[src/vdg_pkg.sv]
`default_nettype none

package vdg_pkg;

   // basic widths
   typedef logic [7:0]  char_code_t;   // display byte / glyph row byte
   typedef logic [10:0] dsp_addr_t;    // 2k display entries
   typedef logic [11:0] cg_addr_t;     // code x 16 + glyph row
   typedef logic [6:0]  hchar_t;       // 0-99 per line
   typedef logic [4:0]  vrow_t;        // character row
   typedef logic [4:0]  vline_t;       // line within a row
   typedef logic [2:0]  pix_t;         // pixel within a character
   typedef logic [15:0] axil_addr_t;
   typedef logic [31:0] axil_data_t;

   // raster position, cols80 latched at frame start
   typedef struct packed {
      hchar_t hchar;
      pix_t   pix;
      vrow_t  vrow;
      vline_t vline;
      logic   cols80;
   } raster_pos_t;

   // mode register, cols80 is bit 0
   typedef struct packed {
      logic alt_set;      // reserved
      logic double_wide;  // 32/40 columns
      logic inverse_en;
      logic cols80;       // 80x24 when set
   } mode_reg_t;

   // horizontal geometry
   localparam hchar_t     H_TOTAL   = 7'd100;
   localparam hchar_t     H_ACTIVE  = 7'd80;
   localparam logic [9:0] HSYNC_ON  = {7'd82, 3'd2};  // {char, pix}
   localparam logic [9:0] HSYNC_OFF = {7'd94, 3'd2};

   // vertical geometry, {row, line} pairs
   localparam logic [9:0] FRAME_END_64 = {5'd21, 5'd20};
   localparam logic [9:0] FRAME_END_80 = {5'd26, 5'd4};
   localparam vline_t     ROW_LINES_64 = 5'd24;  // 12-row cells, doubled
   localparam vline_t     ROW_LINES_80 = 5'd20;  // 10-row cells, doubled
   localparam vrow_t      V_ACTIVE_64  = 5'd20;
   localparam vrow_t      V_ACTIVE_80  = 5'd24;
   localparam vrow_t      VSYNC_ROW_64 = 5'd20;
   localparam vrow_t      VSYNC_ROW_80 = 5'd24;
   localparam vline_t     VSYNC_LINE_ON   = 5'd9;
   localparam vline_t     VSYNC_LINE_LAST = 5'd10;

   // centring of 64x16 inside the 80x24 raster
   localparam hchar_t OFFSET_X_64 = 7'd8;
   localparam vrow_t  OFFSET_Y_64 = 5'd2;
   localparam hchar_t COLS_64     = 7'd64;
   localparam vrow_t  ROWS_64     = 5'd16;

   // host address map, bits 15:14
   localparam logic [1:0] REGION_DSP  = 2'd0;  // index from 12:2
   localparam logic [1:0] REGION_CG   = 2'd1;  // index from 13:2
   localparam logic [1:0] REGION_MODE = 2'd2;

endpackage

`default_nettype wire

[src/vdg_raster_timing.sv]
`timescale 1ns/1ps
`default_nettype none

module vdg_raster_timing (
   input  wire logic               vga_clk,
   input  wire logic               rst,
   input  wire vdg_pkg::mode_reg_t mode,
   output vdg_pkg::raster_pos_t    pos,
   output logic                    active,
   output logic                    h_sync,
   output logic                    v_sync
);
   import vdg_pkg::*;

   pix_t       pix_q;
   hchar_t     hchar_q;
   vrow_t      vrow_q;
   vline_t     vline_q;
   logic       cols80_q;     // mode in force for this frame
   vline_t     row_lines;
   vrow_t      vsync_row;
   vrow_t      rows_active;
   logic [9:0] frame_last;
   logic [9:0] hpos;
   logic       frame_end;
   logic       row_end;

   // geometry of the latched mode
   assign row_lines   = cols80_q ? ROW_LINES_80 : ROW_LINES_64;
   assign vsync_row   = cols80_q ? VSYNC_ROW_80 : VSYNC_ROW_64;
   assign rows_active = cols80_q ? V_ACTIVE_80  : V_ACTIVE_64;
   assign frame_last  = cols80_q ? FRAME_END_80 : FRAME_END_64;

   assign frame_end = ({vrow_q, vline_q} == frame_last);
   assign row_end   = (vline_q == row_lines - 5'd1);
   assign hpos      = {hchar_q, pix_q};

   assign pos    = '{hchar: hchar_q, pix: pix_q, vrow: vrow_q, vline: vline_q,
                     cols80: cols80_q};
   assign active = (hchar_q < H_ACTIVE) && (vrow_q < rows_active);

   always_ff @(posedge vga_clk)
   begin
      if (rst)                     // counters start here
      begin
         pix_q    <= '0;
         hchar_q  <= '0;
         vrow_q   <= '0;
         vline_q  <= '0;
         cols80_q <= 1'b0;
      end
      else
      begin
         pix_q <= pix_q + 3'd1;    // wraps every character
         if (pix_q == 3'd7)
         begin
            if (hchar_q == H_TOTAL - 7'd1)
            begin
               hchar_q <= '0;
               if (frame_end)
               begin
                  vrow_q   <= '0;
                  vline_q  <= '0;
                  cols80_q <= mode.cols80;  // new mode only here
               end
               else if (row_end)
               begin
                  vline_q <= '0;
                  vrow_q  <= vrow_q + 5'd1;
               end
               else
                  vline_q <= vline_q + 5'd1;
            end
            else
               hchar_q <= hchar_q + 7'd1;
         end
      end
   end

   // syncs one cycle behind the counters
   always_ff @(posedge vga_clk)
   begin
      if (rst)
      begin
         h_sync <= 1'b0;
         v_sync <= 1'b0;
      end
      else
      begin
         h_sync <= (hpos >= HSYNC_ON) && (hpos < HSYNC_OFF);  // 96 clocks
         v_sync <= (vrow_q == vsync_row) &&
                   (vline_q >= VSYNC_LINE_ON) && (vline_q <= VSYNC_LINE_LAST);
      end
   end

   assert property (@(posedge vga_clk) disable iff (rst) hchar_q < H_TOTAL);
   // holds only if the mode never switches inside a frame
   assert property (@(posedge vga_clk) disable iff (rst) vline_q < row_lines);

endmodule

`default_nettype wire

[config.mk]
export PLATFORM = sky130hd
export DESIGN_NAME = vdg_raster_timing
export DESIGN_NICKNAME = d
export VERILOG_FILES = /design/src/vdg_pkg.sv /design/src/vdg_raster_timing.sv
export SDC_FILE = /design/constraint.sdc
export NUM_CORES = 1
export LEC_CHECK = 0
export BUFFER_PORTS_ARGS = -buffer_cell sky130_fd_sc_hd__buf_2
export CORE_AREA = 2 2 58 60
export DETAILED_ROUTE_END_ITERATION = 6
export DIE_AREA = 0 0 60 62
export PLACE_DENSITY = 0.77
export SLEW_MARGIN = 20
export SYNTH_ARGS = -nofsm -noshare
export SYNTH_HDL_FRONTEND = slang
export SYNTH_SLANG_ARGS = --single-unit
[constraint.sdc]
create_clock -name vga_clk -period 1.67 [get_ports vga_clk]
set_input_delay 0.0835 -clock vga_clk [delete_from_list [all_inputs] [get_ports vga_clk]]
set_output_delay 0.0835 -clock vga_clk [all_outputs]
set_load 0.01 [all_outputs]
==> flow_summary.ini <==
[worst_setup_path]
worstSetupPathType = flip-flop to flip-flop
crit_required_ns = 1.92
cp_max_fo = 5
r2r_setup_slack_ns = -0.004
end_kind = flip-flop
max_stage_delay_ns = 0.40
crit_chain = inv_4 -> ha_4 -> nand3_4 -> a2111o_1 -> or3_1 -> a21oi_1
worstSetupStartpointType = flip-flop
slowest_stage = dfxtp_4
arrival_ns = 1.92

[global_routing]
grt_pass1_vias = 1361
antenna_found_initial = 0
grt.total_usage_pct = 18.8
grt_first_pass_wirelength_mm = 5.39
grt_max_degree = 25
grt-ovfl-total = 0

[clock_network]
cts_made_buffers = 3
cts-root-buf = clkbuf_4
clk_pin_slew_ns = 0.13
clock_sinks = 23
htreeDepth = 1
clock_latency_ns = 0.32
cts_tree = done
cts_max_path_buffers = 2

[placed_design]
place_inst = 249
dp_hpwl_mm = 2.35
place_congestion = 0.824
io_buffer_count = 26
placed_area_sq_um = 1730

[synth]
synth-edff-count = 0
synth_nets = 182
synth_top_area_cell = dfxtp_1
yosysSeqAreaShare_pct = 34.4
synth_most_common_cell = dfxtp_1
synth_flop_cell = dfxtp_1
synth.area.top_cells = dfxtp_1 34%, ha_1 11%, nand3_1 5.2%
syn_inst = 164
synth.distinct_cells = 39
synth_commonest_cells = 23 x dfxtp_1, 14 x nand3_1, 12 x a21oi_1, 12 x ha_1, 12 x nand2_1
synth_top_area_share_pct = 34.4
yosysWarningCount = 0
synth-seq-cells = 23
avgSynthCellArea_sq_um = 8.16
netlist_area_sq_um = 1340
synth-async-reset-ratio_pct = 0

[routing]
drt-total-wl_mm = 3.17
met3_length_um = 149
met1Wirelength_mm = 1.46
wire_per_inst_um = 12.4
wl_met2_mm = 1.54
routed.top_layer = met4
initialDrtViolationCount = 70
ant_nets = 0
via_count = 1383
via_per_inst = 5.40
first_pass_iters = 4
drc = 0

[run_status]
status = finished, violations left
violations = setup timing

[floorplanning]
die_w_um = 60
ios = 30
rows = 21
core_area_sq_um = 3180
die_h_um = 62
start_util_pct = 42.1
fp.dieArea_sq_um = 3720

[pwr]
finalPower_w = 0.00101
p_int_w = 0.000731
power_frac_comb_pct = 15.0
leakagePower_nw = 0.730
seqPwrFrac_pct = 58.4
p_per_area_nw_per_um2 = 564
ir_drop_mv = 0.287
clockPowerShare_pct = 26.7
p_sw_share_pct = 27.9
switching_power_w = 0.000283

[finish]
nNetsFinal = 229
drive_above_1_share_pct = 33.8
syn_to_final_growth_pct = 34.3
diodes = 0
final_util_pct = 56.5
layout.cells.non_filler = 256
finalInstanceArea_sq_um = 1800

[sta]
finalCritPeriodShare_pct = 100
tightest_slew_ns = 0.444
final_max_slew_viol_count = 0
clock_skew_ns = 0.00848
timing_hold_violations_final = 0
setup_slack_ns = -0.00358
fmax_mhz = 598
rsz0062_at_grt = yes
relSlewSlack_pct = 70.4
finalSetupViolCount = 1
min_period_ns = 1.67

[hold_path]
hp-class = primary input to flip-flop

[job]
max_cap_violations = 0
[power groups by stage]
| stage | registers (W) | logic, W | clock network (W) |
|---|---|---|---|
| 6_report | 0.000592 | 0.000152 | 0.000270 |
| 3_5_place_dp | 0.000606 | 0.000141 | 0 |
| 2_1_floorplan | 0.000615 | 0.0000748 | 0 |
| 5_1_grt | 0.000596 | 0.000176 | 0.000309 |
| 3_3_place_gp | 0.000605 | 0.000137 | 0 |
| 4_1_cts | 0.000593 | 0.000142 | 0.000284 |
[kinds of logic (layout without fill, tap and decap cells)]
logic type / Yosys count / after routing / share of synthesized area, %
AND/OR/NAND/NOR: 74 / 74 / 31.2
AO/OA/AOI/OAI: 30 / 30 / 14.1
buffers and inverters: 21 / 67 / 6.36
flip-flops: 23 / 23 / 34.4
XOR/XNOR: 4 / 4 / 2.62
adder cells (fa/ha/maj): 12 / 12 / 11.2
[layout by cell type, fill, tap and decap left out, drive strengths merged, types with 2 or more instances in the layout]
master,count
ha,12
nor2,9
dfxtp,23
nand4,9
nand4bb,3
xor2,3
nand2,12
or3,5
nor2b,3
a21oi,12
o21ai,3
nand3,14
clkbuf,3
inv,11
buf,52
a31oi,5
and4,2
nor3,6
nand3b,3
nand2b,2
[routing by layer]
metal,vias up,GRT usage [%]
met4,0,9.84
li1,695,-
met2,42,33.7
met3,2,2.48
met1,644,21.8
met5,-,0
[per-stage QoR]
step | setup TNS (ns) | worst slack, ns | hold WS [ns]
after global routing | -0.123 | -0.0547 | 0.0809
after floorplan | -0.0140 | -0.0140 | 0.155
after detailed placement | -0.0142 | -0.0142 | 0.427
final | -0.00358 | -0.00358 | 0.0853
after global placement | 0 | 0.0294 | 0.419
after CTS | -0.0121 | -0.0121 | 0.0800
[worst paths after layout]
kind,depth (start not counted),end,from
worst max-delay path,6,cols80_q,cols80_q
worst min-delay path,4,cols80_q,mode[0]
worst max register to register,6,cols80_q,cols80_q
worst min register to register,2,vline_q[0],vline_q[0]
[registers in the layout (all words and copies together) (netlist names)]
name / cells
v_sync: 1
hchar_q: 7
vrow_q: 5
h_sync: 1
vline_q: 5
pix_q: 3
cols80_q: 1
[worst max-delay path, delay by kind of cell, from the launching register on]
kind / cells / cell delay (ns)
simple gates: 2 / 0.44
compound gates: 2 / 0.44
fa+ha+maj: 1 / 0.27
buf+inv: 1 / 0.05
flops: 1 / 0.40
[cell type report]
cell class	count	area [sq um]
clock buffer	3	22.5
inverter	11	43.8
fill	284	1380
clock inverter	1	5.00
multi-input combinational	120	867
tap	46	57.6
timing repair buffer	52	325
sequential	23	475
[repair_timing]
action	in CTS	in global routing
hold buffers	0	0
resized for setup	1	3
buffers inserted	1	2
hold endpoints to repair	0	0
pin swaps	0	1
endpoints found under the setup margin	4	8
Note: power is estimated with default switching activity, not from simulation.
