File: src/vdg_pkg.sv
`default_nettype none

package vdg_pkg;

   // basic widths
   typedef logic [7:0]  char_code_t;   // display byte / glyph row byte
   typedef logic [10:0] dsp_addr_t;    // 2k display entries
   typedef logic [11:0] cg_addr_t;     // code x 16 + glyph row
   typedef logic [6:0]  hchar_t;       // 0-99 per line
   typedef logic [4:0]  vrow_t;        // character row
   typedef logic [4:0]  vline_t;       // line within a row
   typedef logic [2:0]  pix_t;         // pixel within a character
   typedef logic [15:0] axil_addr_t;
   typedef logic [31:0] axil_data_t;

   // raster position, cols80 latched at frame start
   typedef struct packed {
      hchar_t hchar;
      pix_t   pix;
      vrow_t  vrow;
      vline_t vline;
      logic   cols80;
   } raster_pos_t;

   // mode register, cols80 is bit 0
   typedef struct packed {
      logic alt_set;      // reserved
      logic double_wide;  // 32/40 columns
      logic inverse_en;
      logic cols80;       // 80x24 when set
   } mode_reg_t;

   // horizontal geometry
   localparam hchar_t     H_TOTAL   = 7'd100;
   localparam hchar_t     H_ACTIVE  = 7'd80;
   localparam logic [9:0] HSYNC_ON  = {7'd82, 3'd2};  // {char, pix}
   localparam logic [9:0] HSYNC_OFF = {7'd94, 3'd2};

   // vertical geometry, {row, line} pairs
   localparam logic [9:0] FRAME_END_64 = {5'd21, 5'd20};
   localparam logic [9:0] FRAME_END_80 = {5'd26, 5'd4};
   localparam vline_t     ROW_LINES_64 = 5'd24;  // 12-row cells, doubled
   localparam vline_t     ROW_LINES_80 = 5'd20;  // 10-row cells, doubled
   localparam vrow_t      V_ACTIVE_64  = 5'd20;
   localparam vrow_t      V_ACTIVE_80  = 5'd24;
   localparam vrow_t      VSYNC_ROW_64 = 5'd20;
   localparam vrow_t      VSYNC_ROW_80 = 5'd24;
   localparam vline_t     VSYNC_LINE_ON   = 5'd9;
   localparam vline_t     VSYNC_LINE_LAST = 5'd10;

   // centring of 64x16 inside the 80x24 raster
   localparam hchar_t OFFSET_X_64 = 7'd8;
   localparam vrow_t  OFFSET_Y_64 = 5'd2;
   localparam hchar_t COLS_64     = 7'd64;
   localparam vrow_t  ROWS_64     = 5'd16;

   // host address map, bits 15:14
   localparam logic [1:0] REGION_DSP  = 2'd0;  // index from 12:2
   localparam logic [1:0] REGION_CG   = 2'd1;  // index from 13:2
   localparam logic [1:0] REGION_MODE = 2'd2;

endpackage

`default_nettype wire

File: src/vdg_host_regs.sv
`timescale 1ns/1ps
`default_nettype none

module vdg_host_regs (
   input  wire logic                vga_clk,
   input  wire logic                rst,
   // AXI4-Lite write
   input  wire logic                awvalid,
   output logic                     awready,
   input  wire vdg_pkg::axil_addr_t awaddr,
   input  wire logic                wvalid,
   output logic                     wready,
   input  wire vdg_pkg::axil_data_t wdata,
   input  wire logic [3:0]          wstrb,
   output logic                     bvalid,
   input  wire logic                bready,
   output logic [1:0]               bresp,
   // AXI4-Lite read
   input  wire logic                arvalid,
   output logic                     arready,
   input  wire vdg_pkg::axil_addr_t araddr,
   output logic                     rvalid,
   input  wire logic                rready,
   output vdg_pkg::axil_data_t      rdata,
   output logic [1:0]               rresp,
   // mode and RAM host ports
   output vdg_pkg::mode_reg_t       mode,
   output logic                     dsp_en,
   output logic                     dsp_we,
   output vdg_pkg::dsp_addr_t       dsp_idx,
   output vdg_pkg::char_code_t      dsp_wdata,
   input  wire vdg_pkg::char_code_t dsp_rdata,
   output logic                     cg_en,
   output logic                     cg_we,
   output vdg_pkg::cg_addr_t        cg_idx,
   output vdg_pkg::char_code_t      cg_wdata
);
   import vdg_pkg::*;

   typedef enum logic [1:0] {idle, wr_resp, rd_wait, rd_resp} host_state_t;

   host_state_t state_q;
   logic        wr_fire;       // aw and w handshake this cycle
   logic        wr_ok;         // lane 0 actually written
   logic        rd_fire;       // ar handshake this cycle
   logic [1:0]  wr_region;
   logic [1:0]  rd_region_q;   // region held across the read

   assign wr_region = awaddr[15:14];
   assign wr_fire   = (state_q == idle) & awready & awvalid & wready & wvalid;
   assign wr_ok     = wr_fire & wstrb[0];  // byte registers, lane 0 only
   assign rd_fire   = (state_q == idle) & arready & arvalid;

   assign bresp = 2'b00;  // always OKAY
   assign rresp = 2'b00;

   // display RAM host port shared by writes and reads
   assign dsp_en    = (wr_ok & (wr_region == REGION_DSP)) |
                      (rd_fire & (araddr[15:14] == REGION_DSP));
   assign dsp_we    = wr_ok & (wr_region == REGION_DSP);
   assign dsp_idx   = wr_fire ? awaddr[12:2] : araddr[12:2];
   assign dsp_wdata = wdata[7:0];

   // char gen is write only from the host side
   assign cg_en    = wr_ok & (wr_region == REGION_CG);
   assign cg_we    = wr_ok & (wr_region == REGION_CG);
   assign cg_idx   = awaddr[13:2];
   assign cg_wdata = wdata[7:0];

   always_ff @(posedge vga_clk)
   begin
      if (rst)
      begin
         state_q     <= idle;
         awready     <= 1'b0;
         wready      <= 1'b0;
         arready     <= 1'b0;
         bvalid      <= 1'b0;
         rvalid      <= 1'b0;
         mode        <= '0;     // 64x16, no inverse
         rd_region_q <= REGION_DSP;
      end
      else
      begin
         case (state_q)
            idle:
            begin
               if (wr_fire)
               begin
                  awready <= 1'b0;
                  wready  <= 1'b0;
                  bvalid  <= 1'b1;        // response with the update
                  state_q <= wr_resp;
                  if (wr_ok && (wr_region == REGION_MODE))
                     mode <= mode_reg_t'(wdata[3:0]);
               end
               else if (rd_fire)
               begin
                  arready     <= 1'b0;
                  rd_region_q <= araddr[15:14];
                  state_q     <= rd_wait;  // RAM read in flight
               end
               else if (!awready && !arready)
               begin
                  if (awvalid && wvalid)   // writes win a tie
                  begin
                     awready <= 1'b1;
                     wready  <= 1'b1;
                  end
                  else if (arvalid)
                     arready <= 1'b1;
               end
            end
            wr_resp:
            begin
               if (bready)
               begin
                  bvalid  <= 1'b0;
                  state_q <= idle;
               end
            end
            rd_wait:
            begin
               rvalid  <= 1'b1;
               state_q <= rd_resp;
            end
            rd_resp:
            begin
               if (rready)
               begin
                  rvalid  <= 1'b0;
                  state_q <= idle;
               end
            end
            default: state_q <= idle;
         endcase
      end
   end

   // read data captured once the RAM output is valid
   always_ff @(posedge vga_clk)
   begin
      if (state_q == rd_wait)
      begin
         case (rd_region_q)
            REGION_DSP:  rdata <= {24'd0, dsp_rdata};
            REGION_MODE: rdata <= {28'd0, mode};
            default:     rdata <= '0;  // char gen reads as zero
         endcase
      end
   end

   // responses held under back-pressure
   assert property (@(posedge vga_clk) disable iff (rst)
      bvalid && !bready |=> bvalid);
   assert property (@(posedge vga_clk) disable iff (rst)
      rvalid && !rready |=> rvalid && $stable(rdata));

endmodule

`default_nettype wire

File: config.mk
export PLATFORM = sky130hd
export DESIGN_NAME = vdg_host_regs
export DESIGN_NICKNAME = d
export VERILOG_FILES = /design/src/vdg_pkg.sv /design/src/vdg_host_regs.sv
export SDC_FILE = /design/constraint.sdc
export NUM_CORES = 1
export LEC_CHECK = 0
export BUFFER_PORTS_ARGS = -buffer_cell sky130_fd_sc_hd__clkbuf_2
export CORE_ASPECT_RATIO = 1.75
export CORE_MARGIN = 2
export CORE_UTILIZATION = 37
export CTS_CLUSTER_SIZE = 28
export DETAILED_ROUTE_END_ITERATION = 8
export GPL_ROUTABILITY_DRIVEN = 0
export PLACE_DENSITY = 0.85
export SETUP_SLACK_MARGIN = 0.5
export SYNTH_ARGS = -nofsm -noshare
export SYNTH_HDL_FRONTEND = slang
export SYNTH_SLANG_ARGS = --single-unit
File: constraint.sdc
create_clock -name vga_clk -period 2.1 [get_ports vga_clk]
set_clock_uncertainty 0.05 [all_clocks]
set_input_delay 0.21 -clock vga_clk [delete_from_list [all_inputs] [get_ports vga_clk]]
set_output_delay 0.21 -clock vga_clk [all_outputs]
set_load 0.01 [all_outputs]
==> metrics, run 1 <==
status=completed; Worst Path Required=1840 ps; CTS root buf=clkbuf_8; period utilization=between 70% and 80%; CTS clk-pin slew, worst paths=~70 ps; clk sink count=20; Max Cap Viol=0; chip height=89.1 um; DR iter-0 viols=21; final worst setup slack=433 ps; hold crit path type=in2reg; # rows=31; worst r2r src=state_q[1]$_SDFFE_PP0P_; Total Nets Final=between 300 and 400; Fill cells=419; Wirelength per Cell=around 11 um; Yosys top cell area share=28.4%; worst reg2reg endpoint=mode[1]$_SDFFE_PP0P_; Area growth, synth to finish=22.8%; final setup vio count=0; core area=4070 um2; HPWL after DPL=2700 um; Yosys warnings=0; most common cell after layout, fill and taps aside=clkbuf_2; initial antenna violation count=0; CTS max path bufs=2; Multi-input gate area=just over 700 um2; drt total wl=3230 um; largest net degree at the start of global routing=15; Synth area leaders=buf_4 28%, dfxtp_1 16%, edfxtp_1 16%; hold depth=3; leakage power=0.966 nW; Worst EP arrival=1410 ps; EDFF count, synth=8; routed vias/inst=4.56; f_max=600 MHz; unrepaired setup endpoints after global routing=yes; overall routing resource usage=13.9%; hold path startpoint=araddr[15]; Tmin final=1670 ps; Die Area=4690 um2; synthesis-stage register bit count=20; first-pass GRT wire length=~4800 um; P per Cell Area=just over 500 nW/um2; CTS buffer count=3; Hold Crit Endpoint=rd_region_q[1]$_SDFFE_PP0P_; syn avg cell area=9.45 um2; register area share after synthesis=31.4%; Synth Instances=162; htree depth=1; Synth cell types=34; Setup TNS=0 ps; total global routing overflow=0; die width=about 53 um; Ant. Diodes=0; DR vias=1285; Clock Latency Late Sink=250 ps; Post-Syn Area=1530 um2; CTS Hold Bufs=0; commonest cells after routing, fill and taps aside=90 x clkbuf_2, 28 x conb_1, 9 x dfxtp_1; First-pass DRT Iterations=4; CP startpoint kind=flop; # IOs=~170; Main synth FF type=dfxtp_1; async set-reset flop share out of synthesis=0%; starting density of the core=~38%; storage element area=492 um2; hold violation count in the final report=0; Crit Path Max Fanout=8; share of layout cells above drive strength 1=55.8%; area leader, netlist=buf_4; CTS tree=built; pre-CTS setup slack=between 500 and 600 ps; fin cells=approximately 280; antenna viol nets, final=0; reg2reg setup slack=840 ps; Reg2Reg Depth=4; critical path capture point type=primary output; Inst Count DP=272; vias in the first global route=approximately 1100; # DRC=0; Setup CP Type=reg2out; Max Slew Vio Count=0; # port buffers=96; Max rail drop VDD=about 0.27 mV
[metrics by stage]
stage	utilization [%]	cell area, um2	total power, mW	hold WS (ps)
2_1_floorplan	-	1640	0.669	310
3_3_place_gp	41.9	1710	0.686	370
3_5_place_dp	41.9	1710	0.692	370
4_1_cts	44.6	1820	0.955	167
5_1_grt	46.2	1880	1.01	175
6_report	46.2	1880	0.956	170
[registers in the layout (all words and copies together) (netlist names)]
| signal | cells |
|---|---|
| rvalid | 1 |
| rdata | 8 |
| wready | 1 |
| arready | 1 |
| mode | 4 |
| bvalid | 1 |
| state_q | 2 |
| rd_region_q | 2 |
[cell type report]
type                    count  area share, %
flip-flops and latches     20           26.1
clock buffers               3           2.20
multi-input cells         105           38.2
repair buffers            102           29.6
well taps                  49           3.26
inverters                   3          0.599
[worst max-delay path, cell delays in order, from the launching register on]
cell and delay (ps):
dfxtp_4 360, nor2_4 190, nand2b_4 150, mux2_4 330
buf_6 120
[power by group]
part	leakage (nW)	internal, mW	total (mW)	switching, mW
registers	0.172	0.425	0.439	0.0141
clock network	0.0216	0.127	0.241	0.114
logic	0.772	0.131	0.276	0.145
total	0.966	0.683	0.956	0.273
[repair_timing]
item / in CTS / in global routing
gates cloned: 1 / 0
resized for setup: 9 / 15
endpoints found under the setup margin: 15 / 14
setup buffers: 4 / 2
pin swaps: 1 / 1
[Yosys cell counts, types with 2 or more instances]
cell	n
mux2_2	5
and2_1	4
nor2_1	8
a21oi_1	8
buf_4	58
clkbuf_1	2
nand2b_1	7
nand4_1	2
o21ai_0	5
mux2_4	6
dfxtp_1	12
edfxtp_1	8
inv_1	3
nand2_1	5
nor3_1	2
nand3_1	4
mux2i_1	6
[routing by layer]
layer	routed length [um]	vias to the layer above	GRT usage, %
met5	0	-	0
met4	77	0	6.53
met3	358	7	3.51
met2	1800	81	27.3
met1	996	582	12.5
li1	-	615	-
[worst max-delay path by stage]
stage                            startpoint    endpoint  slack [ps]  cells past startpoint
global placement    state_q[0]$_SDFFE_PP0P_  dsp_idx[4]         530                      4
floorplan               wready$_SDFFE_PP0P_       cg_we         520                      6
global route        state_q[0]$_SDFFE_PP0P_  dsp_idx[4]         370                      4
CTS                 state_q[1]$_SDFFE_PP0P_  dsp_idx[4]         420                      4
finish              state_q[0]$_SDFFE_PP0P_  dsp_idx[4]         430                      4
detailed placement  state_q[0]$_SDFFE_PP0P_  dsp_idx[4]         510                      4
[cells by family after synthesis]
| logic type | synth area share, % |
|---|---|
| flip-flops | 31.4 |
| buffers and inverters | 31.7 |
| AND/OR/NAND/NOR | 16.4 |
| multiplexers | 13.5 |
| AO/OA/AOI/OAI | 6.78 |
| other | 0.245 |
Note: power is estimated with default switching activity, not from simulation.
==> inputs of run 2 (changes only) <==
--- a/config.mk
+++ b/config.mk
@@ -8,11 +8,11 @@
 export BUFFER_PORTS_ARGS = -buffer_cell sky130_fd_sc_hd__clkbuf_2
 export CORE_ASPECT_RATIO = 1.75
 export CORE_MARGIN = 2
-export CORE_UTILIZATION = 37
+export CORE_UTILIZATION = 34
 export CTS_CLUSTER_SIZE = 28
 export DETAILED_ROUTE_END_ITERATION = 8
 export GPL_ROUTABILITY_DRIVEN = 0
-export PLACE_DENSITY = 0.85
+export PLACE_DENSITY = 0.79
 export SETUP_SLACK_MARGIN = 0.5
 export SYNTH_ARGS = -nofsm -noshare
 export SYNTH_HDL_FRONTEND = slang
==> constraint.sdc (replaced) <==
create_clock -name vga_clk -period 1.6 [get_ports vga_clk]
set_clock_uncertainty 0.05 [all_clocks]
set_input_delay 0.16 -clock vga_clk [delete_from_list [all_inputs] [get_ports vga_clk]]
set_output_delay 0.16 -clock vga_clk [all_outputs]
set_load 0.01 [all_outputs]
==> run 2 against run 1 <==
  * Global-route usage up 0.22 points
  * Hold slack worse by 67 ps
  * Worst setup slack worse by 430 ps
  * Final cell count up 1.4%
  * Wire length up 9.7%
  * Via count down 0.93%
==> metrics, run 2 (synthesis results as in run 1) <==
overall routing resource usage=14.1%; chip height=roughly 93 um; drt total wl=between 3000 and 4000 um; Setup CP Type=reg2out; hold violation count in the final report=0; Max Cap Viol=0; Tmin final=1600 ps; Area growth, synth to finish=28.1%; CTS Hold Bufs=0; htree depth=1; CTS clk-pin slew, worst paths=70 ps; HPWL after DPL=about 2800 um; antenna viol nets, final=0; Clock Latency Late Sink=250 ps; Fill cells=between 400 and 500; Wirelength per Cell=~12 um; Worst path max stage delay=360 ps; Largest Register=rdata; critical path capture point type=primary output; clk sink count=20; hold crit path type=in2reg; status=completed; slowest stage cell, crit path=dfxtp_4; P per Cell Area=686 nW/um2; # port buffers=96; CTS max path bufs=2; Placed Area=1740 um2; fin cells=286; vias in the first global route=1251; Worst EP arrival=1390 ps; delay-heaviest family, CP=flip-flops; # IOs=171; final worst setup slack=4.56 ps; share of layout cells above drive strength 1=60.9%; Top Registers=rdata (8), mode (4); most common cell after layout, fill and taps aside=clkbuf_2; Worst Path Required=1390 ps; Die Area=5080 um2; # rows=32; core area=4360 um2; Max Slew Vio Count=0; initial antenna violation count=0; Max rail drop VDD=0.303 mV; # DRC=0; Power Internal=0.964 mW; Total Nets Final=around 320; Inst Count DP=275; f_max=around 630 MHz; Switch Pwr=about 0.38 mW; period utilization=99.7%; Ant. Diodes=0; First-pass DRT Iterations=4; CTS tree=built; leakage power=0.980 nW; CTS root buf=clkbuf_8; Sw Share=around 28%; commonest cells after routing, fill and taps aside=87 x clkbuf_2, 28 x conb_1, 8 x nor2_1, 8 x edfxtp_1; total global routing overflow=0; CP startpoint kind=flop; largest net degree at the start of global routing=15; DR iter-0 viols=7; sequential share of power=between 40 and 50%; Fin Hold WS=between 100 and 150 ps; Combinational Power Share=29.2%; Overall Power=1.35 mW; CP bufs+invs=1; die width=54.7 um; starting density of the core=35.1%; routed vias/inst=4.45; pre-CTS setup slack=between 150 and 200 ps; DR vias=roughly 1300; final setup vio count=0; final instance area=1960 um2; Clk network pwr share=27.9%; first-pass GRT wire length=5390 um; unrepaired setup endpoints after global routing=yes; number of flip-flops in the largest register=8; Crit Path Max Fanout=8; CP Cell Sequence=nand3_4 -> nand2b_4 -> mux2_2 -> clkbuf_2; CTS buffer count=3
## run 2: layer usage
| metal | track usage [%] | part of all wire, % | wire length (um) |
|---|---|---|---|
| met1 | 13.6 | 30 | 1070 |
| met4 | 4.38 | 0.76 | 27 |
| met5 | 0 | 0 | 0 |
| met3 | 2.74 | 9.9 | 349 |
| met2 | 27.3 | 59 | 2090 |
## run 2: path summary, 6_finish.rpt
check | from | to | slack, ps | depth (start not counted)
max | wready$_SDFFE_PP0P_ | dsp_idx[0] | 5 | 4
min | wdata[1] | mode[1]$_SDFFE_PP0P_ | 100 | 3
max reg2reg | state_q[1]$_SDFFE_PP0P_ | rd_region_q[1]$_SDFFE_PP0P_ | 360 | 4
min reg2reg | mode[3]$_SDFFE_PP0P_ | mode[3]$_SDFFE_PP0P_ | 430 | 2
## run 2: layout make-up
cell class | count | area, um2 | area share (%)
Clock buffer | 4 | 55.1 | 2.81
Sequential cell | 20 | 492 | 25.1
Timing Repair Buffer | 102 | 563 | 28.7
Tap cell | 51 | 63.8 | 3.25
Multi-Input combinational cell | 106 | 777 | 39.6
Inverter | 3 | 11.3 | 0.574
## run 2: per-stage QoR
| stage | util [%] | TNS, ps |
|---|---|---|
| after floorplan | - | 0 |
| after global placement | 40.0 | 0 |
| after detailed placement | 40.0 | 0 |
| after CTS | 43.1 | -33.7 |
| after global routing | 45.0 | -444 |
| final | 45.0 | 0 |
## run 2: power groups by stage
stage | combinational (mW) | sequential [mW] | clock, mW
after detailed placement | 0.328 | 0.594 | 0
after global placement | 0.322 | 0.592 | 0
final | 0.393 | 0.578 | 0.375
after global routing | 0.430 | 0.582 | 0.409
after CTS | 0.369 | 0.576 | 0.388
after floorplan | 0.287 | 0.598 | 0
## run 2: tightest hold or removal path: stages
cell	delay [ps]
clkbuf_2	110
nand3_2	60
a21oi_2	40
## run 2: repair_timing
item / in CTS / in global routing
cloned: 2 / 0
pin swaps: 3 / 8
setup buffers: 5 / 0
endpoints found under the setup margin: 31 / 43
resized for setup: 7 / 32
