File: src/vdg_pkg.sv
`default_nettype none

package vdg_pkg;

   // basic widths
   typedef logic [7:0]  char_code_t;   // display byte / glyph row byte
   typedef logic [10:0] dsp_addr_t;    // 2k display entries
   typedef logic [11:0] cg_addr_t;     // code x 16 + glyph row
   typedef logic [6:0]  hchar_t;       // 0-99 per line
   typedef logic [4:0]  vrow_t;        // character row
   typedef logic [4:0]  vline_t;       // line within a row
   typedef logic [2:0]  pix_t;         // pixel within a character
   typedef logic [15:0] axil_addr_t;
   typedef logic [31:0] axil_data_t;

   // raster position, cols80 latched at frame start
   typedef struct packed {
      hchar_t hchar;
      pix_t   pix;
      vrow_t  vrow;
      vline_t vline;
      logic   cols80;
   } raster_pos_t;

   // mode register, cols80 is bit 0
   typedef struct packed {
      logic alt_set;      // reserved
      logic double_wide;  // 32/40 columns
      logic inverse_en;
      logic cols80;       // 80x24 when set
   } mode_reg_t;

   // horizontal geometry
   localparam hchar_t     H_TOTAL   = 7'd100;
   localparam hchar_t     H_ACTIVE  = 7'd80;
   localparam logic [9:0] HSYNC_ON  = {7'd82, 3'd2};  // {char, pix}
   localparam logic [9:0] HSYNC_OFF = {7'd94, 3'd2};

   // vertical geometry, {row, line} pairs
   localparam logic [9:0] FRAME_END_64 = {5'd21, 5'd20};
   localparam logic [9:0] FRAME_END_80 = {5'd26, 5'd4};
   localparam vline_t     ROW_LINES_64 = 5'd24;  // 12-row cells, doubled
   localparam vline_t     ROW_LINES_80 = 5'd20;  // 10-row cells, doubled
   localparam vrow_t      V_ACTIVE_64  = 5'd20;
   localparam vrow_t      V_ACTIVE_80  = 5'd24;
   localparam vrow_t      VSYNC_ROW_64 = 5'd20;
   localparam vrow_t      VSYNC_ROW_80 = 5'd24;
   localparam vline_t     VSYNC_LINE_ON   = 5'd9;
   localparam vline_t     VSYNC_LINE_LAST = 5'd10;

   // centring of 64x16 inside the 80x24 raster
   localparam hchar_t OFFSET_X_64 = 7'd8;
   localparam vrow_t  OFFSET_Y_64 = 5'd2;
   localparam hchar_t COLS_64     = 7'd64;
   localparam vrow_t  ROWS_64     = 5'd16;

   // host address map, bits 15:14
   localparam logic [1:0] REGION_DSP  = 2'd0;  // index from 12:2
   localparam logic [1:0] REGION_CG   = 2'd1;  // index from 13:2
   localparam logic [1:0] REGION_MODE = 2'd2;

endpackage

`default_nettype wire

File: src/vdg_char_pipeline.sv
`timescale 1ns/1ps
`default_nettype none

module vdg_char_pipeline (
   input  wire logic                 vga_clk,
   input  wire logic                 rst,
   input  wire vdg_pkg::raster_pos_t pos,
   input  wire logic                 active,
   input  wire vdg_pkg::mode_reg_t   mode,
   output vdg_pkg::dsp_addr_t        dsp_idx,
   input  wire vdg_pkg::char_code_t  dsp_data,
   output vdg_pkg::cg_addr_t         cg_idx,
   input  wire vdg_pkg::char_code_t  cg_data,
   output logic                      pixel_data
);
   import vdg_pkg::*;

   hchar_t     col_64;      // column inside the 64x16 window
   vrow_t      row_64;
   logic       in_window;
   logic       slot_load;   // this slot carries a character
   logic       load_pix;    // shift register load point
   logic [3:0] grow;        // glyph row, line halved
   char_code_t code_q;      // display byte of the current slot
   char_code_t glyph;
   logic       blk_sel;
   logic       inv_sel;
   logic [7:0] shift_q;

   assign col_64 = pos.hchar - OFFSET_X_64;  // wraps high outside
   assign row_64 = pos.vrow - OFFSET_Y_64;
   assign in_window = pos.cols80 | ((col_64 < COLS_64) && (row_64 < ROWS_64));

   // double wide uses even slots only, offset 8 keeps parity
   assign slot_load = active & in_window & (~mode.double_wide | ~pos.hchar[0]);
   assign load_pix  = (pos.pix == 3'd4) & (~mode.double_wide | ~pos.hchar[0]);
   assign grow      = pos.vline[4:1];  // each glyph row on two lines

   // display fetch, read at pix 0
   always_comb
   begin
      if (pos.cols80)
         dsp_idx = dsp_addr_t'(pos.vrow) * dsp_addr_t'(80) + dsp_addr_t'(pos.hchar);
      else
         dsp_idx = dsp_addr_t'({row_64[3:0], col_64[5:0]});  // 64 x row + col
   end

   // code captured once the fetch returns
   always_ff @(posedge vga_clk)
   begin
      if ((pos.pix == 3'd1) && slot_load)
         code_q <= dsp_data;
   end

   // glyph lookup at pix 2, bit 7 dropped under inverse video
   assign cg_idx = {code_q[7] & ~mode.inverse_en, code_q[6:0], grow};

   assign blk_sel = (code_q[7:6] == 2'b10) & ~mode.inverse_en;
   assign inv_sel = code_q[7] & mode.inverse_en;

   always_comb
   begin
      if (blk_sel)
      begin
         // 2x3 cells, left half from the even bit
         case (grow[3:2])
            2'd0:    glyph = {{4{code_q[0]}}, {4{code_q[1]}}};
            2'd1:    glyph = {{4{code_q[2]}}, {4{code_q[3]}}};
            2'd2:    glyph = {{4{code_q[4]}}, {4{code_q[5]}}};
            default: glyph = 8'h00;
         endcase
      end
      else
         glyph = (grow[3] ? 8'h00 : cg_data) ^ {8{inv_sel}};  // rows 8+ blank
   end

   // pixel shifter, msb first
   always_ff @(posedge vga_clk)
   begin
      if (rst)
         shift_q <= '0;
      else if (load_pix)
         shift_q <= slot_load ? glyph : 8'h00;  // border slots blank
      else if (~mode.double_wide | ~pos.pix[0])
         shift_q <= {shift_q[6:0], 1'b0};       // half rate when double wide
   end

   assign pixel_data = shift_q[7];

endmodule

`default_nettype wire

File: config.mk
export PLATFORM = sky130hd
export DESIGN_NAME = vdg_char_pipeline
export DESIGN_NICKNAME = d
export VERILOG_FILES = /design/src/vdg_pkg.sv /design/src/vdg_char_pipeline.sv
export SDC_FILE = /design/constraint.sdc
export NUM_CORES = 1
export LEC_CHECK = 0
export ABC_AREA = 1
export BUFFER_PORTS_ARGS = -buffer_cell sky130_fd_sc_hd__buf_2
export CAP_MARGIN = 15
export CORE_MARGIN = 1
export CORE_UTILIZATION = 48
export DETAILED_ROUTE_END_ITERATION = 8
export PLACE_DENSITY = 0.84
export SLEW_MARGIN = 20
export SYNTH_ARGS = -nofsm -noshare
export SYNTH_HDL_FRONTEND = slang
export SYNTH_SLANG_ARGS = --single-unit
File: constraint.sdc
create_clock -name vga_clk -period 2.44 [get_ports vga_clk]
set_input_delay 0.488 -clock vga_clk [delete_from_list [all_inputs] [get_ports vga_clk]]
set_output_delay 0.488 -clock vga_clk [all_outputs]
set_load 0.01 [all_outputs]
==> run_results.csv, run 1 <==
group,metric,value,unit
timing,rsz0062_at_grt,"true",
timing,hold_viol,0,
placement,dpl.hpwl,2.749,mm
placement,port_buffers,56,
critical_path,r2r_cells,9,
logic_synthesis,synth.net_count,273,
logic_synthesis,synth_cells,216,
power_and_ir_drop,ir_drop,0.2156,mV
die,initial_core_util,50.45,%
grt,met3_usage,1.319,%
clock_tree,numCtsBuffers,3,
timing,slew_headroom,80.33,%
detailed_routing,wirelength,3.564,mm
logic_synthesis,synth_seq_cells,16,
timing,drv_slew,0,
finish,drive_above_1_share,37.50,%
status,violations,"negative setup slack",
finish,diodes,0,
critical_path,required,1.95,ns
grt,grt_pass1_wl,5.796,mm
critical_path,max_stage_delay,0.56,ns
logic_synthesis,yosysUniqueCellTypes,26,
grt,grt_max_degree,21,
detailed_routing,drt_iter0_drc,133,
grt,grtUsageTotal,22.11,%
min_path,hold_class,"input port to flop",
power_and_ir_drop,power.density,373.2,nW/um2
critical_path,crit_buf_inv,3,
clock_tree,hold_buffers,0,
critical_path,crit_fanout,3,
critical_path,crit_family,"adder cells",
detailed_routing,drc,0,
critical_path,cp_num_cells,9,
detailed_routing,drtAntennaViolNets,0,
detailed_routing,drt-wirelength-per-cell,11.28,um
die,placementRows,20,
logic_synthesis,yosys-top-cells-count,"nand2_1 (50), nand3_1 (25), inv_1 (21), a21oi_1 (17), nor2_1 (16)",
power_and_ir_drop,fin_total_pwr,0.0007406,W
grt,antenna_found_initial,0,
timing,tightest_slew,0.2923,ns
clock_tree,cts-root-buf,"clkbuf_4",
finish,syn_to_final_growth,28.84,%
timing,timing.final.ws_setup,-0.1895,ns
grt,grt_busiest_layer,"met2",
detailed_routing,vias,1559,
detailed_routing,viasPerCell,4.934,
status,status,"complete, but fails checks",
logic_synthesis,netlist_top_cells_area,"edfxtp_1 (16%), nand2_1 (12%), dfxtp_1 (10%)",
timing,period_minus_slack,2.629,ns
placement,gp_congestion,0.8049,
logic_synthesis,ys_async_sr_fraction,0,%
timing,fin_crit_sh,107.8,%
grt,overflow,0,
die,dieArea,3439,um2
logic_synthesis,synth-main-ff-cell,"edfxtp_1",
min_path,hold_depth,1,
logic_synthesis,synth_largest_area_cell,"edfxtp_1",
grt,use_met1,26.55,%
finish,layout.nets,330,
grt,grt_pass1_vias,1385,
job,maxCapViolCount,0,
logic_synthesis,synth_edf_count,8,
clock_tree,cts_sinks,16,
logic_synthesis,avgSynthCellArea,7.131,um2
clock_tree,htreeDepth,1,
critical_path,crit_path_cell_trace,"buf_8, ha_4, ha_4, fa_2, nand3_2, buf_4, nand2_1, o22ai_1, buf_2",
critical_path,cp-start-kind,"input port",
critical_path,critical_path.endpoint_type,"primary output",
logic_synthesis,synth-seq-area-share,26.00,%
die,num_io_pins,68,
timing,fmax,0.3803,GHz
placement,dpl_worst_slack,-0.3000,ns
logic_synthesis,synth_warnings,0,
critical_path,critPathKind,"input port to primary output",
timing,final-setup-viol-count,3,
power_and_ir_drop,total_leakage_power,1.007,nW
detailed_routing,drt_pass1_iterations,4,
critical_path,cp_slowest_cell,"fa_2",
die,core,3053,um2
logic_synthesis,syn_area,1540,um2
clock_tree,worstSkewPairLatency,0.29,ns
die,die_w,58.65,um
logic_synthesis,synth_most_common_cell,"nand2_1",
logic_synthesis,synth_top_area_share,15.60,%
clock_tree,cts.path.max_buffers,2,
critical_path,arrival,2.14,ns
grt,grtUsageMet2,39.90,%
clock_tree,tritoncts,"done",
timing,fin_worst_skew,0.004837,ns
die,fp.dieH,58.65,um
critical_path,crit_top_cell,"ha_4",
clock_tree,clk_pin_slew,0.09,ns
## registers in the layout, summed over array words and instances, names as in the netlist
| register | flops |
|---|---|
| code_q | 8 |
| shift_q | 8 |
## worst paths after layout
check	start	endpoint	slack [ns]
worst min-delay path	dsp_data[2]	code_q[2]	0.37
worst max register to register	code_q[7]	shift_q[2]	1.00
worst max-delay path	pos[9]	dsp_idx[8]	-0.19
worst min register to register	shift_q[4]	shift_q[4]	0.47
## worst reg2reg max path: cells and delay by family, from the launching register on
kind / cells / cell delay, ns
DFF: 1 / 0.46
and+or+nand+nor: 8 / 0.79
AOI/OAI and AO/OA: 1 / 0.12
## layout make-up
type	count	area (um2)
clock buffer	4	26.28
tap	44	55.05
sequential	16	400.4
inverter	24	91.34
multi-input combinational	158	1003
timing repair buffer	70	407.9
fill	274	1069
## cell families (layout without fill, tap and decap cells)
group	Yosys count	in the layout	share of synthesized area, %
buf+inv	42	98	15.27
compound gates	41	41	14.95
fa+ha+maj	13	13	11.54
flops	16	16	25.99
xor+xnor	6	6	3.412
simple gates	98	98	28.84
## cell usage in the layout (no fill, tap or decap), types with 8 or more instances in the layout
cell / n
a21oi_1: 16
buf_2: 53
buf_4: 14
dfxtp_1: 8
edfxtp_1: 8
inv_1: 21
nand2_1: 49
nand3_1: 24
nor2_1: 14
o21ai_1: 8
## metal layers
layer | up-vias | wire (um) | share of wire, %
met3 | 5 | 143 | 4.0
met4 | 0 | 60 | 1.7
met2 | 49 | 1845 | 52
li1 | 809 | - | -
met1 | 696 | 1514 | 42
met5 | - | 0 | 0
## metrics by stage
step           hold WS (ns)  instances  util (%)  instance area, um2  TNS, ns
5_1_grt              0.3563        316     65.00                1984  -0.5998
3_3_place_gp         0.4507        309     59.71                1823  -0.4910
3_5_place_dp         0.4647        309     59.71                1823  -0.6164
2_1_floorplan        0.4393        216         -                1549        0
4_1_cts              0.3632        314     63.24                1931  -0.2287
6_report             0.3691        316     65.00                1984  -0.4322
## where the power goes
part / switching (W) / internal, W
logic: 0.000165 / 0.000141
clock network: 0.0000772 / 0.0000636
registers: 0.00000394 / 0.000290
total: 0.000246 / 0.000494
## timing repair
item	CTS	global route
buffers inserted	1	2
setup endpoints to repair	3	3
resized for setup	15	8
pin swaps	8	1
No activity file was read; power rests on OpenSTA's default activity.
==> inputs of run 2 (changes only) <==
--- a/config.mk
+++ b/config.mk
@@ -5,13 +5,13 @@
 export SDC_FILE = /design/constraint.sdc
 export NUM_CORES = 1
 export LEC_CHECK = 0
-export ABC_AREA = 1
 export BUFFER_PORTS_ARGS = -buffer_cell sky130_fd_sc_hd__buf_2
 export CAP_MARGIN = 15
 export CORE_MARGIN = 1
-export CORE_UTILIZATION = 48
+export CORE_UTILIZATION = 46
 export DETAILED_ROUTE_END_ITERATION = 8
-export PLACE_DENSITY = 0.84
+export PLACE_DENSITY = 0.83
+export REMOVE_ABC_BUFFERS = 1
 export SLEW_MARGIN = 20
 export SYNTH_ARGS = -nofsm -noshare
 export SYNTH_HDL_FRONTEND = slang
==> run 2 against run 1 <==
The flow still finishes with violations (negative setup slack); fmax down 7.7%; non-clock buffer count up 4; hold slack better by 0.0044 ns; setup slack worse by 0.22 ns; register-to-register slack worse by 0.17 ns; critical endpoint is now dsp_idx[9]; highest routed layer unchanged.
==> run_results.csv, run 2 <==
group,metric,value,unit
status,status,"complete, but fails checks",
status,violations,"negative setup slack",
grt,grtUsageTotal,22.11,%
min_path,holdPathEnd,"code_q[3]",
critical_path,crit_start,"pos[7]",
logic_synthesis,synth-main-ff-cell,"edfxtp_1",
critical_path,crit_fanout,2,
detailed_routing,drt_iter0_drc,34,
timing,hold_viol,0,
clock_tree,tritoncts,"done",
timing,final-setup-viol-count,3,
finish,design_area,1849,um2
detailed_routing,drc,0,
critical_path,timing.rr.start,"code_q[6]",
detailed_routing,viasPerCell,5.576,
grt,overflow,0,
logic_synthesis,synth-xor-area-share,6.250,%
logic_synthesis,yosysUniqueCellTypes,37,
detailed_routing,drt-wirelength-per-cell,15.03,um
finish,n_fill_cell,216,
job,maxCapViolCount,0,
finish,final_common_cell,"buf_2",
clock_tree,cts_sinks,16,
finish,diodes,0,
finish,syn_to_final_growth,35.85,%
detailed_routing,vias,1288,
critical_path,cp-start-kind,"input port",
critical_path,required,1.95,ns
finish,largestRegisters,"code_q: 8 flops, shift_q: 8 flops",
clock_tree,worstSkewPairLatency,0.28,ns
logic_synthesis,ys_async_sr_fraction,0,%
critical_path,cp_slowest_cell,"fa_2",
clock_tree,numCtsBuffers,3,
timing,rsz0062_at_grt,"true",
timing,fmax,0.3512,GHz
logic_synthesis,avgSynthCellArea,9.724,um2
power_and_ir_drop,ir_drop,0.3489,mV
logic_synthesis,yosys-top-cells-count,"buf_4 (14), mux2i_1 (12), ha_1 (11)",
logic_synthesis,synth_seq_cells,16,
critical_path,critical_path.endpoint_type,"primary output",
clock_tree,clk_pin_slew,0.10,ns
critical_path,critPathKind,"input port to primary output",
timing,fin_crit_sh,116.7,%
clock_tree,cts-root-buf,"clkbuf_4",
placement,dpl_worst_slack,-0.6794,ns
grt,antenna_found_initial,0,
timing,holdWs,0.3735,ns
die,core,2781,um2
logic_synthesis,synth_most_common_cell,"buf_4",
grt,grt_max_degree,15,
finish,final_cell_mix,"buf_2 (53), buf_4 (18), mux2i_1 (12)",
logic_synthesis,synth_cells,140,
logic_synthesis,synth_largest_area_cell,"edfxtp_1",
die,num_io_pins,68,
power_and_ir_drop,total_leakage_power,0.8644,nW
die,placementRows,19,
timing,tightest_slew,0.8075,ns
logic_synthesis,synth_edf_count,8,
min_path,hold_start,"dsp_data[3]",
logic_synthesis,synth_top_family_by_area,"compound AO/OA/AOI/OAI gates",
detailed_routing,drtAntennaViolNets,0,
detailed_routing,wirelength,3.472,mm
clock_tree,cts.path.max_buffers,2,
placement,gp_congestion,0.7991,
logic_synthesis,synth_fa_ha_area_share,13.05,%
detailed_routing,drt_pass1_iterations,4,
critical_path,reg2reg_slack,0.83,ns
finish,drive_above_1_share,46.50,%
critical_path,crit_top_cell,"ha_4",
finish,layout.nets,258,
critical_path,rr_endpoint,"shift_q[2]",
power_and_ir_drop,power.density,405.5,nW/um2
placement,dpl-instance-area,1673,um2
logic_synthesis,synth_compound_area_share,17.10,%
logic_synthesis,synth_top_area_share,17.65,%
finish,layoutNonFillerInstCount,231,
die,dieArea,3181,um2
grt,grt_pass1_wl,5.513,mm
placement,placed_cells_incl_taps,224,
logic_synthesis,syn_area,1361,um2
placement,dpl.hpwl,2.689,mm
critical_path,r2r_cells,3,
timing,period_minus_slack,2.847,ns
min_path,hold_depth,1,
critical_path,arrival,2.36,ns
timing,timing.final.ws_setup,-0.4073,ns
logic_synthesis,synth-seq-area-share,29.41,%
logic_synthesis,synthMuxAreaShare,9.651,%
die,initial_core_util,48.94,%
placement,port_buffers,56,
logic_synthesis,netlist_top_cells_area,"edfxtp_1 (18%), dfxtp_1 (12%), ha_1 (10%)",
critical_path,max_stage_delay,0.55,ns
die,fp.dieH,56.40,um
timing,drv_slew,0,
timing,slew_headroom,45.68,%
critical_path,crit_path_cell_trace,"buf_8, ha_4, ha_4, fa_2, nand2_2, or3b_4, a31o_4, buf_6",
clock_tree,htreeDepth,1,
min_path,hold_class,"input port to flop",
die,die_w,56.40,um
grt,grt_pass1_vias,1282,
logic_synthesis,synthSimpleGateAreaFrac,13.51,%
timing,fin_worst_skew,0.003779,ns
logic_synthesis,synth_warnings,0,
-- run 2: kinds of logic (layout without fill, tap and decap cells) --
| logic type | Yosys count | after routing |
|---|---|---|
| AO/OA/AOI/OAI | 34 | 34 |
| AND/OR/NAND/NOR | 30 | 30 |
| buffers and inverters | 26 | 86 |
| flip-flops | 16 | 16 |
| adder cells (fa/ha/maj) | 13 | 13 |
| multiplexers | 13 | 13 |
| XOR/XNOR | 8 | 8 |
-- run 2: timing repair --
action,in CTS,in global routing
setup endpoints to repair,5,5
hold endpoints to repair,0,0
setup buffers,3,0
hold buffers,0,0
resized for setup,17,5
gates cloned,0,0
pin swaps,8,8
-- run 2: critical path: cells and delay by family --
kind            cells  cell delay [ns]
buf+inv             2             0.21
compound gates      1             0.25
fa+ha+maj           3             0.95
simple gates        2             0.44
-- run 2: routing by layer --
metal | global-route usage [%] | part of all wire [%] | wire, um | up-vias
met5 | 0 | 0 | 0 | -
met2 | 43.20 | 55 | 1915 | 51
met1 | 22.97 | 38 | 1315 | 612
li1 | - | - | - | 621
met4 | 8.014 | 1.8 | 61 | 0
met3 | 4.378 | 5.2 | 180 | 4
-- run 2: layout make-up --
type	instances	area (um2)	area share (%)
Multi-Input combinational cell	98	912.1	49.32
Timing Repair Buffer	74	441.7	23.88
Sequential cell	16	400.4	21.65
Tap cell	31	38.79	2.097
Inverter	8	30.03	1.624
Clock buffer	3	22.52	1.218
Clock inverter	1	3.754	0.2030
-- run 2: per-stage QoR --
step                utilization, %  power (W)  TNS [ns]
floorplan                        -  0.0004267   -0.7044
global placement             60.14  0.0005374    -1.321
detailed placement           60.14  0.0005522    -1.612
CTS                          65.00  0.0007379   -0.9936
global route                 66.49  0.0007931    -1.102
finish                       66.49  0.0007499   -0.9491
-- run 2: report_power, final --
group	switching, W	internal (W)
sequential	0.00000230	0.000286
combinational	0.000145	0.000170
clock	0.0000870	0.0000593
-- run 2: how the worst max path moves through the flow --
stage | to | slack (ns) | depth (start not counted)
finish | dsp_idx[9] | -0.41 | 8
global route | dsp_idx[9] | -0.44 | 8
CTS | dsp_idx[9] | -0.42 | 8
detailed placement | dsp_idx[9] | -0.68 | 8
global placement | dsp_idx[9] | -0.56 | 8
floorplan | dsp_idx[9] | -0.32 | 6
==> inputs of run 3 (changes only) <==
--- a/config.mk
+++ b/config.mk
@@ -8,9 +8,10 @@
 export BUFFER_PORTS_ARGS = -buffer_cell sky130_fd_sc_hd__buf_2
 export CAP_MARGIN = 15
 export CORE_MARGIN = 1
-export CORE_UTILIZATION = 46
+export CORE_UTILIZATION = 49
+export CTS_CLUSTER_SIZE = 25
 export DETAILED_ROUTE_END_ITERATION = 8
-export PLACE_DENSITY = 0.83
+export PLACE_DENSITY = 0.88
 export REMOVE_ABC_BUFFERS = 1
 export SLEW_MARGIN = 20
 export SYNTH_ARGS = -nofsm -noshare
==> constraint.sdc (replaced) <==
create_clock -name vga_clk -period 3.4 [get_ports vga_clk]
set_input_delay 0.68 -clock vga_clk [delete_from_list [all_inputs] [get_ports vga_clk]]
set_output_delay 0.68 -clock vga_clk [all_outputs]
set_load 0.01 [all_outputs]
==> run 3 against run 2 <==
Sequential power decreased by 28%; global-route usage decreased by 2.0 points; the run now ends clean; wire length decreased by 14%; utilization decreased by 1.9 points; final cell count decreased by 6.1%; combinational power decreased by 45%; hold slack improved by 0.13 ns; power decreased by 37%; sequential cell count unchanged; clock power decreased by 34%.
==> run_results.csv, run 3 (same netlist as run 2, synthesis figures left out) <==
group,metric,value,unit
status,status,"completed",
timing,fmax,0.2995,GHz
critical_path,required,2.72,ns
clock_tree,tritoncts,"done",
detailed_routing,drt-wirelength-per-cell,13.80,um
clock_tree,clk_pin_slew,0.07,ns
critical_path,cp_slowest_cell,"fa_2",
die,placementRows,18,
finish,syn_to_final_growth,20.68,%
grt,antenna_found_initial,0,
critical_path,crit_path_cell_trace,"buf_2, ha_4, ha_2, fa_2, nand2_1, or3b_2, a31o_2, buf_2",
die,dieArea,2993,um2
critical_path,max_stage_delay,0.56,ns
die,core,2545,um2
critical_path,cp-start-kind,"input port",
finish,final_cell_mix,"buf_2 (56), mux2i_1 (12)",
grt,grt_pass1_vias,1030,
job,maxCapViolCount,0,
grt,grt_pass1_wl,4.215,mm
clock_tree,numCtsBuffers,3,
timing,fin_crit_sh,98.20,%
clock_tree,worstSkewPairLatency,0.29,ns
die,initial_core_util,53.49,%
timing,slew_headroom,47.21,%
critical_path,crit_top_cell,"buf_2",
clock_tree,hold_buffers,0,
power_and_ir_drop,ir_drop,0.2009,mV
placement,gp_congestion,0.8150,
finish,drive_above_1_share,38.50,%
clock_tree,cts_sinks,16,
detailed_routing,drt_iter0_drc,25,
timing,final-setup-viol-count,0,
timing,fin_worst_skew,0.01497,ns
die,num_io_pins,68,
detailed_routing,drt_pass1_iterations,4,
critical_path,crit_start,"pos[7]",
timing,tightest_slew,0.7848,ns
timing,drv_slew,0,
clock_tree,cts.path.max_buffers,2,
power_and_ir_drop,total_leakage_power,0.7884,nW
grt,grt_max_degree,15,
min_path,hold_class,"flop to flop",
finish,n_fill_cell,195,
die,fp.dieH,54.71,um
timing,hold_viol,0,
finish,final_common_cell,"buf_2",
timing,period_minus_slack,3.339,ns
power_and_ir_drop,power.density,289.7,nW/um2
detailed_routing,wirelength,2.995,mm
grt,overflow,0,
critical_path,critical_path.endpoint_type,"primary output",
timing,rsz0062_at_grt,"false",
placement,port_buffers,56,
critical_path,reg2reg_slack,1.87,ns
critical_path,critPathKind,"input port to primary output",
placement,dpl-instance-area,1589,um2
placement,dpl.hpwl,2.329,mm
critical_path,arrival,2.66,ns
die,die_w,54.71,um
finish,largestRegisters,"code_q: 8 flops, shift_q: 8 flops",
min_path,hold_start,"shift_q[0]",
critical_path,crit_fanout,3,
clock_tree,cts-root-buf,"clkbuf_4",
critical_path,timing.rr.start,"code_q[6]",
finish,design_area,1643,um2
detailed_routing,viasPerCell,5.659,
finish,final_util,64.55,%
grt,grtUsageTotal,20.15,%
finish,layout.nets,245,
detailed_routing,vias,1228,
detailed_routing,drc,0,
detailed_routing,drtAntennaViolNets,0,
finish,diodes,0,
clock_tree,htreeDepth,1,
## run 3: path summary, 6_finish.rpt
check | to | cells after the start
worst max-delay path | dsp_idx[9] | 8
worst min-delay path | shift_q[0] | 2
worst min register to register | shift_q[0] | 2
worst max register to register | shift_q[1] | 3
## run 3: metal layers
| layer | GRT usage [%] | routed length [um] | up-vias |
|---|---|---|---|
| li1 | - | - | 600 |
| met1 | 19.59 | 1199 | 533 |
| met2 | 37.35 | 1401 | 86 |
| met3 | 3.611 | 317 | 9 |
| met4 | 14.53 | 76 | 0 |
| met5 | 0 | 0 | - |
## run 3: worst max-delay path: cells and delay by family
kind / cells / cell delay [ns]
AND/OR/NAND/NOR: 2 / 0.50
AO/OA/AOI/OAI: 1 / 0.25
buffers and inverters: 2 / 0.26
adder cells (fa/ha/maj): 3 / 0.97
## run 3: layout make-up
| cell class | instances | area (um2) | area share, % |
|---|---|---|---|
| clock buffer | 3 | 22.52 | 1.371 |
| clock inverter | 1 | 3.754 | 0.2285 |
| sequential | 16 | 400.4 | 24.37 |
| timing repair buffer | 61 | 317.8 | 19.34 |
| tap | 30 | 37.54 | 2.285 |
| inverter | 8 | 30.03 | 1.828 |
| multi-input combinational | 98 | 830.8 | 50.57 |
## run 3: repair_timing
action,CTS,global route
setup endpoints to repair,2,1
pin swaps,4,0
gates resized for setup,3,1
gates cloned,0,0
setup buffers,1,0
## run 3: through the flow
stage / total power [W] / hold WS (ns) / TNS [ns] / std cells / setup slack (ns)
floorplan: 0.0003062 / 0.4545 / 0 / 122 / 0.2577
global placement: 0.0003705 / 0.4685 / 0 / 212 / 0.001399
detailed placement: 0.0003777 / 0.4749 / -0.08070 / 212 / -0.05712
CTS: 0.0004767 / 0.5047 / 0 / 217 / 0.05999
global route: 0.0005008 / 0.5191 / 0 / 217 / 0.004499
finish: 0.0004759 / 0.5030 / 0 / 217 / 0.06115
## run 3: power breakdown
part           switching (W)  total [W]  internal (W)
registers         0.00000164   0.000207      0.000205
clock network      0.0000544  0.0000970     0.0000426
logic              0.0000864   0.000172     0.0000855
total               0.000142   0.000476      0.000333
